File: src/hdl/rv_macros.svh
`ifndef RV_MACROS_SVH
`define RV_MACROS_SVH

// integer register width
`define RV_XLEN 64

// x0 through x31
`define RV_REG_COUNT 32

// first fetch address after reset
`define RV_RESET_PC 64'h0000_0000_8000_0000

`endif

File: src/hdl/rv_isa_pkg.sv
`include "rv_macros.svh"

package rv_isa_pkg;

  // data and address word
  typedef logic [`RV_XLEN-1:0] xlen_t;

  // register index, x0 to x31
  typedef logic [4:0] reg_addr_t;

  // raw instruction word
  typedef logic [31:0] inst_t;

  // major opcodes, instr[6:0]
  // only the ones this core decodes
  typedef enum logic [6:0] {
    maj_lui    = 7'b0110111,
    maj_auipc  = 7'b0010111,
    maj_jal    = 7'b1101111,
    maj_jalr   = 7'b1100111,
    maj_op_imm = 7'b0010011,
    maj_system = 7'b1110011
  } major_op_t;

endpackage

File: src/hdl/rv_ctrl_pkg.sv
package rv_ctrl_pkg;

  // operation handed from decode to execute
  typedef enum logic [2:0] {
    exec_nop,
    exec_lui,
    exec_auipc,
    exec_jal,
    exec_jalr,
    exec_addi,
    exec_ebreak,
    exec_illegal
  } exec_op_t;

  // core run state
  typedef enum logic {
    st_run,
    st_halted
  } run_state_t;

endpackage

File: src/hdl/rv_fetch.sv
`include "rv_macros.svh"

module rv_fetch (
  input  logic                clk,
  input  logic                reset,
  input  rv_isa_pkg::xlen_t   dnpc,
  input  logic                halt_req,
  input  logic                halt_illegal,
  input  rv_isa_pkg::xlen_t   a0,
  output rv_isa_pkg::xlen_t   pc,
  output logic                halted,
  output logic                illegal,
  output rv_isa_pkg::xlen_t   exit_code
);

  rv_ctrl_pkg::run_state_t state;

  // pc and run/halt state
  always_ff @(posedge clk) begin
    if (reset) begin
      state   <= rv_ctrl_pkg::st_run;
      pc      <= `RV_RESET_PC;
      illegal <= 1'b0;
    end else begin
      case (state)
        rv_ctrl_pkg::st_run: begin
          if (halt_req) begin
            // pc stays on the halting instruction
            state   <= rv_ctrl_pkg::st_halted;
            illegal <= halt_illegal;
          end else begin
            pc <= dnpc;
          end
        end
        default: begin
          // frozen until reset
          state <= rv_ctrl_pkg::st_halted;
        end
      endcase
    end
  end

  // a0 as seen just before the halt edge
  always_ff @(posedge clk) begin
    if (state == rv_ctrl_pkg::st_run && halt_req) begin
      exit_code <= a0;
    end
  end

  assign halted = (state == rv_ctrl_pkg::st_halted);

endmodule

File: src/hdl/rv_decode.sv
`include "rv_macros.svh"

module rv_decode (
  input  rv_isa_pkg::inst_t       instr,
  output rv_ctrl_pkg::exec_op_t   op,
  output rv_isa_pkg::reg_addr_t   rd,
  output rv_isa_pkg::reg_addr_t   rs1,
  output rv_isa_pkg::xlen_t       imm_i,
  output rv_isa_pkg::xlen_t       imm_u,
  output rv_isa_pkg::xlen_t       imm_j
);

  logic [6:0]  opcode;
  logic [2:0]  funct3;
  logic [11:0] funct12;

  // instruction fields
  assign opcode  = instr[6:0];
  assign funct3  = instr[14:12];
  assign funct12 = instr[31:20];
  assign rd      = instr[11:7];
  assign rs1     = instr[19:15];

  // sign-extended immediates
  assign imm_i = {{(`RV_XLEN-12){instr[31]}}, instr[31:20]};
  assign imm_u = {{(`RV_XLEN-32){instr[31]}}, instr[31:12], 12'b0};
  // J layout is scrambled, bit 0 is always zero
  assign imm_j = {{(`RV_XLEN-20){instr[31]}}, instr[19:12], instr[20],
                  instr[30:21], 1'b0};

  // opcode plus funct fields to one execute op
  always_comb begin
    op = rv_ctrl_pkg::exec_illegal;
    case (rv_isa_pkg::major_op_t'(opcode))
      rv_isa_pkg::maj_lui: begin
        op = rv_ctrl_pkg::exec_lui;
      end
      rv_isa_pkg::maj_auipc: begin
        op = rv_ctrl_pkg::exec_auipc;
      end
      rv_isa_pkg::maj_jal: begin
        op = rv_ctrl_pkg::exec_jal;
      end
      rv_isa_pkg::maj_jalr: begin
        if (funct3 == 3'b000) begin
          op = rv_ctrl_pkg::exec_jalr;
        end
      end
      rv_isa_pkg::maj_op_imm: begin
        // only addi among the op-imm group
        if (funct3 == 3'b000) begin
          op = rv_ctrl_pkg::exec_addi;
        end
      end
      rv_isa_pkg::maj_system: begin
        // ebreak has rd, rs1 and funct3 all zero
        if (funct3 == 3'b000 && funct12 == 12'h001 && rd == '0 && rs1 == '0) begin
          op = rv_ctrl_pkg::exec_ebreak;
        end
      end
      default: begin
        op = rv_ctrl_pkg::exec_illegal;
      end
    endcase
  end

endmodule

File: src/hdl/rv_regfile.sv
`include "rv_macros.svh"

module rv_regfile (
  input  logic                    clk,
  input  logic                    reset,
  input  rv_isa_pkg::reg_addr_t   rs1,
  output rv_isa_pkg::xlen_t       src1,
  output rv_isa_pkg::xlen_t       a0,
  input  logic                    wen,
  input  rv_isa_pkg::reg_addr_t   waddr,
  input  rv_isa_pkg::xlen_t       wdata
);

  localparam int A0_INDEX = 10;

  rv_isa_pkg::xlen_t regs [`RV_REG_COUNT];

  // x0 is never written, so it reads zero after reset
  always_ff @(posedge clk) begin
    if (reset) begin
      for (int i = 0; i < `RV_REG_COUNT; i++) begin
        regs[i] <= '0;
      end
    end else if (wen && waddr != '0) begin
      regs[waddr] <= wdata;
    end
  end

  // combinational reads
  assign src1 = regs[rs1];
  // exit code source
  assign a0   = regs[A0_INDEX];

endmodule

File: src/hdl/rv_execute.sv
module rv_execute (
  input  rv_ctrl_pkg::exec_op_t   op,
  input  rv_isa_pkg::xlen_t       pc,
  input  rv_isa_pkg::reg_addr_t   rd,
  input  rv_isa_pkg::xlen_t       src1,
  input  rv_isa_pkg::xlen_t       imm_i,
  input  rv_isa_pkg::xlen_t       imm_u,
  input  rv_isa_pkg::xlen_t       imm_j,
  input  logic                    halted,
  output logic                    wen,
  output rv_isa_pkg::reg_addr_t   waddr,
  output rv_isa_pkg::xlen_t       wdata,
  output rv_isa_pkg::xlen_t       dnpc,
  output logic                    halt_req,
  output logic                    halt_illegal
);

  rv_ctrl_pkg::exec_op_t op_eff;
  rv_isa_pkg::xlen_t     add_a;
  rv_isa_pkg::xlen_t     add_b;
  rv_isa_pkg::xlen_t     sum;
  rv_isa_pkg::xlen_t     snpc;

  // once halted, behave as a nop
  assign op_eff = halted ? rv_ctrl_pkg::exec_nop : op;

  // shared adder operands
  always_comb begin
    add_a = src1;
    add_b = imm_i;
    case (op_eff)
      rv_ctrl_pkg::exec_auipc: begin
        add_a = pc;
        add_b = imm_u;
      end
      rv_ctrl_pkg::exec_jal: begin
        add_a = pc;
        add_b = imm_j;
      end
      default: begin
        // jalr and addi use src1 + imm_i
        add_a = src1;
        add_b = imm_i;
      end
    endcase
  end

  assign sum  = add_a + add_b;
  assign snpc = pc + 64'd4;

  // write-back and next pc
  always_comb begin
    wen   = 1'b0;
    wdata = sum;
    dnpc  = snpc;
    case (op_eff)
      rv_ctrl_pkg::exec_lui: begin
        wen   = 1'b1;
        wdata = imm_u;
      end
      rv_ctrl_pkg::exec_auipc, rv_ctrl_pkg::exec_addi: begin
        wen   = 1'b1;
        wdata = sum;
      end
      rv_ctrl_pkg::exec_jal: begin
        wen   = 1'b1;
        wdata = snpc;
        dnpc  = sum;
      end
      rv_ctrl_pkg::exec_jalr: begin
        wen   = 1'b1;
        wdata = snpc;
        dnpc  = {sum[63:1], 1'b0};
      end
      default: begin
        wen = 1'b0;
      end
    endcase
  end

  assign waddr = rd;

  assign halt_illegal = (op_eff == rv_ctrl_pkg::exec_illegal);
  assign halt_req     = halt_illegal || (op_eff == rv_ctrl_pkg::exec_ebreak);

endmodule

File: src/hdl/rv_core.sv
module rv_core (
  input  logic                    clk,
  input  logic                    reset,
  output rv_isa_pkg::xlen_t       pc,
  input  rv_isa_pkg::inst_t       instr,
  output logic                    retire_valid,
  output rv_isa_pkg::reg_addr_t   retire_rd,
  output rv_isa_pkg::xlen_t       retire_data,
  output logic                    halted,
  output logic                    illegal,
  output rv_isa_pkg::xlen_t       exit_code
);

  rv_ctrl_pkg::exec_op_t   dec_op;
  rv_isa_pkg::reg_addr_t   dec_rd;
  rv_isa_pkg::reg_addr_t   dec_rs1;
  rv_isa_pkg::xlen_t       dec_imm_i;
  rv_isa_pkg::xlen_t       dec_imm_u;
  rv_isa_pkg::xlen_t       dec_imm_j;
  rv_isa_pkg::xlen_t       src1;
  rv_isa_pkg::xlen_t       a0;
  logic                    ex_wen;
  rv_isa_pkg::reg_addr_t   ex_waddr;
  rv_isa_pkg::xlen_t       ex_wdata;
  rv_isa_pkg::xlen_t       dnpc;
  logic                    halt_req;
  logic                    halt_illegal;

  rv_fetch u_fetch (
    .clk          (clk),
    .reset        (reset),
    .dnpc         (dnpc),
    .halt_req     (halt_req),
    .halt_illegal (halt_illegal),
    .a0           (a0),
    .pc           (pc),
    .halted       (halted),
    .illegal      (illegal),
    .exit_code    (exit_code)
  );

  rv_decode u_decode (
    .instr (instr),
    .op    (dec_op),
    .rd    (dec_rd),
    .rs1   (dec_rs1),
    .imm_i (dec_imm_i),
    .imm_u (dec_imm_u),
    .imm_j (dec_imm_j)
  );

  rv_regfile u_regfile (
    .clk   (clk),
    .reset (reset),
    .rs1   (dec_rs1),
    .src1  (src1),
    .a0    (a0),
    .wen   (ex_wen),
    .waddr (ex_waddr),
    .wdata (ex_wdata)
  );

  rv_execute u_execute (
    .op           (dec_op),
    .pc           (pc),
    .rd           (dec_rd),
    .src1         (src1),
    .imm_i        (dec_imm_i),
    .imm_u        (dec_imm_u),
    .imm_j        (dec_imm_j),
    .halted       (halted),
    .wen          (ex_wen),
    .waddr        (ex_waddr),
    .wdata        (ex_wdata),
    .dnpc         (dnpc),
    .halt_req     (halt_req),
    .halt_illegal (halt_illegal)
  );

  // commit trace, same x0 filter as the register file
  assign retire_valid = ex_wen && (ex_waddr != '0);
  assign retire_rd    = ex_waddr;
  assign retire_data  = ex_wdata;

endmodule

File: config.mk
export PLATFORM = sky130hd
export DESIGN_NAME = rv_core
export DESIGN_NICKNAME = d
export VERILOG_FILES = /design/src/hdl/rv_isa_pkg.sv /design/src/hdl/rv_ctrl_pkg.sv /design/src/hdl/rv_fetch.sv /design/src/hdl/rv_decode.sv /design/src/hdl/rv_regfile.sv /design/src/hdl/rv_execute.sv /design/src/hdl/rv_core.sv
export VERILOG_INCLUDE_DIRS = /design/src /design/src/hdl
export SDC_FILE = /design/constraint.sdc
export NUM_CORES = 2
export LEC_CHECK = 0
export BUFFER_PORTS_ARGS = -buffer_cell sky130_fd_sc_hd__buf_2
export CORE_MARGIN = 8
export CORE_UTILIZATION = 40
export DETAILED_ROUTE_END_ITERATION = 8
export PLACE_DENSITY = 0.53
export SLEW_MARGIN = 25
export SYNTH_ARGS = -nofsm -noshare
export SYNTH_HDL_FRONTEND = slang
export SYNTH_HIERARCHICAL = 1
export SYNTH_SLANG_ARGS = --single-unit
File: constraint.sdc
create_clock -name clk -period 9 [get_ports clk]
set_input_delay 0.45 -clock clk [delete_from_list [all_inputs] [get_ports clk]]
set_output_delay 0.45 -clock clk [all_outputs]
set_load 0.01 [all_outputs]
* Yosys cells after proc, flatten, opt, wreduce, memory -nomap -nowiden
Memory sizes are Yosys's and may differ from the RTL's. A register that Yosys moved wholly into a read port is not among the register bits.
Cells that the tools add are included.
** Word-level totals
- Bits in registers :: 66
- Bits in writable memories :: 2048
- Input bits :: 34
- Word-level logic and storage cells :: 58
- Memories :: 1
** Memory list
- u_regfile.regs :: depth 32, width 64, read ports 2, clocked after Yosys merged registers in 1, wr ports 32, line rv_regfile.sv:16 : rv_isa_pkg::xlen_t regs [`RV_REG_COUNT];
** Cells by class
- $add $sub $neg :: 2
- Equality and inequality tests :: 14
- Muxes and demuxes :: 20
- Bitwise gates (word level) :: 2
- Reduce and logical (&&, ||, !) cells :: 16
** Operators by type and width (number)
- $pmux 64 s2 :: 2
- $mux 64 :: 2
- $add 64x3->64 const B :: 1
- $add 64x64->64 :: 1
- $reduce_or 64->1 :: 1
- $pmux 31 s2 :: 1
- $eq 7x7->1 const B :: 3
- $pmux 3 s6 :: 1
- $eq 7x5->1 const B :: 2
- $eq 12x1->1 const B :: 1
- $eq 3x3->1 const B :: 4
- $logic_not 5->1 :: 2
- $mux 1 :: 10
- $eq 7x6->1 const B :: 1
- $eq 3x2->1 const B :: 2
- $logic_and 1x1->1 :: 5
- $mux 5 :: 1
- $reduce_bool 5->1 :: 1
- $reduce_or 5->1 :: 1
- $mux 2 :: 2
- $reduce_and 2->1 :: 2
- $reduce_or 2->1 :: 2
- $eq 3x1->1 const B :: 1
- $logic_not 3->1 :: 1
- 3 further kinds :: 4

* Logic depth before layout (Yosys ltp)
- Depth in word-level cells :: 16
- Mapped depth :: 25
- Gate-level depth less buffers :: 22

* By module
The synthesis kept the hierarchy.
** Modules (own cells, without submodules)
- rv_regfile :: times used 1, cells an instance 5683, area each 91011.0 um^2, sequential area each 61499.0 um^2
- rv_execute :: times used 1, cells an instance 1299, area each 8729.6 um^2, sequential area each 0.0 um^2
- rv_fetch :: times used 1, cells an instance 362, area each 4687.0 um^2, sequential area each 3243.1 um^2
- rv_decode :: times used 1, cells an instance 229, area each 1694.1 um^2, sequential area each 0.0 um^2
- rv_core :: times used 1, cells an instance 2, area each 15.0 um^2, sequential area each 0.0 um^2

* Worst setup path after synthesis
No wires, ideal clock.
- Path kind :: input port to flip-flop
- From :: in instr[5]
- To :: mem u_regfile/regs[10][62] (netlist name) (data pin)
- Arrival time :: 5.722 ns
- Required time :: 8.869 ns
- Slack :: 3.147 ns
- Stages on the path :: 24
- Path through :: nand2_1 > and4bb_4 > o21ai_1 > nor3b_1 > clkbuf_1 > clkbuf_1 > clkbuf_1 > nor2_1 > a21oi_1 > ha_1 > inv_1 > fa_1 > nor2b_1 > o2111ai_1 > a21oi_1 > o21bai_1 > a2111oi_0 > a21o_1 > a31oi_1 > o31a_1 > mux2i_1 > o21ai_0 > clkbuf_1 > and2_1
** RTL lines
- start, declared :: line rv_core.sv:5 : input rv_isa_pkg::inst_t instr,
- end, declared :: line rv_regfile.sv:16

* Worst setup path after layout
- From :: in instr[18]
- To :: out retire_data[53]
** Between the ends
- Longest elaborated chain between the ends :: 10
- Elaborated cells on any way between the ends :: 16
- Classes of those cells :: add/sub: 1; eq/ne: 4; mux: 6; reduce/logical: 4; memory: 1
** RTL lines
- $logic_not 5->1 * :: line rv_decode.sv:57 : if (funct3 == 3'b000 && funct12 == 12'h001 && rd == '0 && rs1 == '0) begin
- $logic_and 1x1->1 * :: line rv_decode.sv:57
- $mux 1 * :: line rv_decode.sv:57
- $pmux 3 s6 * :: line rv_decode.sv:34 : case (rv_isa_pkg::major_op_t'(opcode))
- named net dec_op[0] :: line rv_core.sv:14 : rv_ctrl_pkg::exec_op_t dec_op;
- $mux 3 * :: line rv_execute.sv:25 : assign op_eff = halted ? rv_ctrl_pkg::exec_nop : op;
- $eq 3x2->1, on equally long branches :: line rv_execute.sv:31, rv_execute.sv:56
- $reduce_or 2->1 (no source line)
- $mux 64 :: line rv_execute.sv:31 : case (op_eff)
- $add 64x64->64 :: line rv_execute.sv:48 : assign sum = add_a + add_b;
- $pmux 64 s2 * :: line rv_execute.sv:56 : case (op_eff)
- end, declared :: line rv_core.sv:8 : output rv_isa_pkg::xlen_t retire_data,
Mark *: on every way through the listed nets, which the timed path passes. The rest lies on a longest branch.

==> results.sh <==
export IMPL_status="finished, violations left"
export IMPL_violations="antenna rules"
export IMPL_main_combinational_cell_family_by_area_after_synthesis="simple AND/OR/NAND/NOR gates"
export IMPL_antenna_found_initial=65
export IMPL_synthesis_instances=7575
export IMPL_design_core_area_um2=265000
export IMPL_grt_max_degree=115
export IMPL_die_height_um=531
export IMPL_grt_use_total=0.268
export IMPL_maximum_root_to_sink_buffer_count=4
export IMPL_clockRootBuffer="sky130_fd_sc_hd__clkbuf_16"
export IMPL_synthMuxAreaShare=0.124
export IMPL_synth_simple_area_share=0.154
export IMPL_crit_chain="buf_2, buf_4, buf_4, nor4_1, nand3_1, o21ai_1, o311ai_4, buf_4, mux2i_1, a21oi_1, ha_1, nand4_1, or3_1, a2111oi_2, buf_4, nor3_2, o21a_4, o311a_4, nor3_4, xnor2_1, o221ai_2, buf_2"
export IMPL_timing_critical_path_arrival_ps=7330
export IMPL_dp_hpwl_mm=237
export IMPL_netlist_area_leader_share=0.598
export IMPL_tritoncts="built"
export IMPL_reg2reg_setup_slack_ps=2320
export IMPL_synth_lib_cells_used_distinct=83
export IMPL_drt_initial_drc_count=9461
export IMPL_route_final_wire_length_mm=389
export IMPL_clk_latency_ps=900
export IMPL_synth_seq_area_share=0.610
export IMPL_relSlewSlack=0.223
export IMPL_io_pins=234
export IMPL_synth_top_cell_by_area="sky130_fd_sc_hd__edfxtp_1"
export IMPL_fp_dieW_um=531
export IMPL_crit_path_end_kind="primary output"
export IMPL_crit_slowest_cell="sky130_fd_sc_hd__nor4_1"
export IMPL_fraction_of_layout_instances_using_a_drive_strength_above_1=0.202
export IMPL_yosys_warnings=6
export IMPL_placement_setup_worst_slack_ps=1290
export IMPL_power_static_leakage_nw=43.1
export IMPL_dp_cells=10800
export IMPL_grt_first_pass_wirelength_mm=532
export IMPL_synth_async_sr_flop_share=0
export IMPL_clk_pin_slew_ps=60
export IMPL_cts_made_buffers=234
export IMPL_worstMarginPinSlew_ps=1160
export IMPL_power_density_nw_per_um2=214
export IMPL_timing_final_hold_violations=0
export IMPL_hold_class="in2reg"
export IMPL_setup_slack_ps=1220
export IMPL_route_antenna_remaining_nets=1
export IMPL_yosys_cell_count_top_type="sky130_fd_sc_hd__edfxtp_1"
export IMPL_grt_setup_unrepaired="no"
export IMPL_htree_levels=4
export IMPL_cp_data_required_time_ps=8550
export IMPL_post_drt_wl_per_cell_um=34.7
export IMPL_floorplan_rows=189
export IMPL_gp_congestion=0.913
export IMPL_routed_via_count=66700
export IMPL_quantity_of_gates_resized_following_cts=0
export IMPL_post_synth_instance_area_um2=106000
export IMPL_route_detailed_vias_per_inst=5.94
export IMPL_cts_post_setup_buffers_inserted=0
export IMPL_ys_seq_elements=2178
export IMPL_synth_enable_flop_cells=2112
export IMPL_synth_fa_ha_area_frac=0.00773
export IMPL_max_vdd_ir_drop_mv=0.183
export IMPL_maxCapViolations=0
export IMPL_buffer_ports_inserted=233
export IMPL_fin_worst_skew_ps=60.1
export IMPL_netlist_top_cells_area="sky130_fd_sc_hd__edfxtp_1 60%, sky130_fd_sc_hd__and2_1 12%, sky130_fd_sc_hd__mux4_2 9.8%, sky130_fd_sc_hd__clkbuf_1 1.8%, sky130_fd_sc_hd__buf_4 1.8%"
export IMPL_synth_compound_gate_area_share=0.0489
export IMPL_setup_tns_ps=0
export IMPL_timing_final_crit_share=0.864
export IMPL_critPathMostFrequentCell="sky130_fd_sc_hd__buf_4"
export IMPL_fmax_mhz=129
export IMPL_crit_path_max_fanout=29
export IMPL_initial_utilization=0.401
export IMPL_design_die_area_um2=282000
export IMPL_critPathKind="in2out"
export IMPL_cts_sinks=2178
export IMPL_detailedRoute_firstPassIterationCount=7
export IMPL_slew_violations=0
export IMPL_yosys_top_cells_count="2112 x sky130_fd_sc_hd__edfxtp_1, 1991 x sky130_fd_sc_hd__and2_1, 516 x sky130_fd_sc_hd__clkbuf_1"
export IMPL_min_period_ps=7780
export IMPL_crit_path_start_kind="input port"
export IMPL_final_cells=11200
export IMPL_yosys_area_share_xor_xnor=0.00974
export IMPL_number_of_setup_violations_in_the_final_report=0
export IMPL_synth_avg_cell_area_um2=14.0
export IMPL_globalRoute_totalOverflow=0
export IMPL_delay_of_the_slowest_cell_on_the_worst_path_ps=650
export IMPL_num_nets_final=7598
export IMPL_ys_flop_type="sky130_fd_sc_hd__edfxtp_1"
export IMPL_first_global_vias=65000
export IMPL_drt_drc_violations_left=0
export IMPL_syn_to_final_growth_pct=11.4
==> registers in the layout (all words and copies together), names as in the netlist <==
| signal | cells |
|---|---|
| u_regfile/regs | 2048 |
| u_fetch/exit_code | 64 |
| u_fetch/illegal | 1 |
| u_fetch/halted | 1 |
| u_fetch/pc | 64 |
==> stage by stage <==
stage | util | total power, mW | hold slack, ps | instance area, µm²
after floorplan | - | 14.1 | 421 | 106000
after global placement | 0.419 | 16.2 | 435 | 111000
after detailed placement | 0.420 | 16.3 | 441 | 111000
after CTS | 0.446 | 25.4 | 295 | 118000
after global routing | 0.446 | 26.0 | 442 | 118000
final | 0.447 | 25.3 | 359 | 118000
==> critical path, delay by kind of cell <==
| kind | cells | cell delay, ps |
|---|---|---|
| adders and majority gates | 1 | 500 |
| buffers and inverters | 6 | 1650 |
| xor gates and xnor gates | 1 | 140 |
| AOI/OAI and AO/OA | 7 | 2290 |
| and+or+nand+nor | 6 | 1890 |
| muxes | 1 | 340 |
==> what timing repair did <==
item	in CTS	in global routing
endpoints found under the hold margin	1	0
endpoints found under the setup margin	0	0
hold buffers	1	0
==> worst paths after layout <==
kind / start / end / cells past startpoint
setup / recovery: instr[18] / retire_data[53] / 22
hold / removal: instr[0] / u_fetch/illegal$_SDFFE_PP0P_ / 6
setup reg to reg: u_regfile/regs[21][4]$_SDFFCE_PN0P_ / u_regfile/regs[18][52]$_SDFFCE_PN0P_ / 18
hold reg to reg: u_regfile/regs[10][6]$_SDFFCE_PN0P_ / u_fetch/exit_code[6]$_DFFE_PP_ / 0
==> cells by family (layout without fill, tap and decap cells) <==
family                   after synthesis  in the layout
buffers and inverters                941            970
AND/OR/NAND/NOR                     2726           2726
adder cells (fa/ha/maj)               65             65
multiplexers                         723            723
flip-flops                          2178           2178
other                                  2             99
AO/OA/AOI/OAI                        822            822
XOR/XNOR                             118            118
==> layout make-up <==
type	count	area [µm²]
fill	23300	146000
sequential	2178	64700
multi-input combinational	4531	37900
clock buffer	306	6210
tap	3533	4420
timing repair buffer	532	4010
clock inverter	110	798
inverter	22	82.6
antenna	22	55.1
==> cell usage in the layout, fill, tap and decap left out, types with 65 or more instances in the layout <==
cell,n
sky130_fd_sc_hd__and2_1,1991
sky130_fd_sc_hd__a21oi_1,234
sky130_fd_sc_hd__mux2i_1,182
sky130_fd_sc_hd__dfxtp_1,65
sky130_fd_sc_hd__edfxtp_1,2112
sky130_fd_sc_hd__mux2_2,77
sky130_fd_sc_hd__xor2_1,76
sky130_fd_sc_hd__mux4_2,464
sky130_fd_sc_hd__o21ai_0,95
sky130_fd_sc_hd__clkbuf_1,68
sky130_fd_sc_hd__buf_2,228
sky130_fd_sc_hd__nor2_1,165
sky130_fd_sc_hd__buf_4,257
sky130_fd_sc_hd__o22ai_1,219
sky130_fd_sc_hd__clkbuf_16,238
sky130_fd_sc_hd__conb_1,77
sky130_fd_sc_hd__nand2_1,145
==> report_power, final <==
group	switching (mW)	internal, mW
registers	0.119	11.4
clock network	4.03	5.13
logic	3.32	1.24
total	7.47	17.8
==> metal layers <==
metal	up-vias	global-route usage	part of all wire
met2	3775	0.434	0.46
met4	10	0.0821	0.034
li1	27600	-	-
met5	-	0	0.00041
met3	591	0.0491	0.10
met1	34800	0.371	0.40
Note: power is estimated with default switching activity, not from simulation.
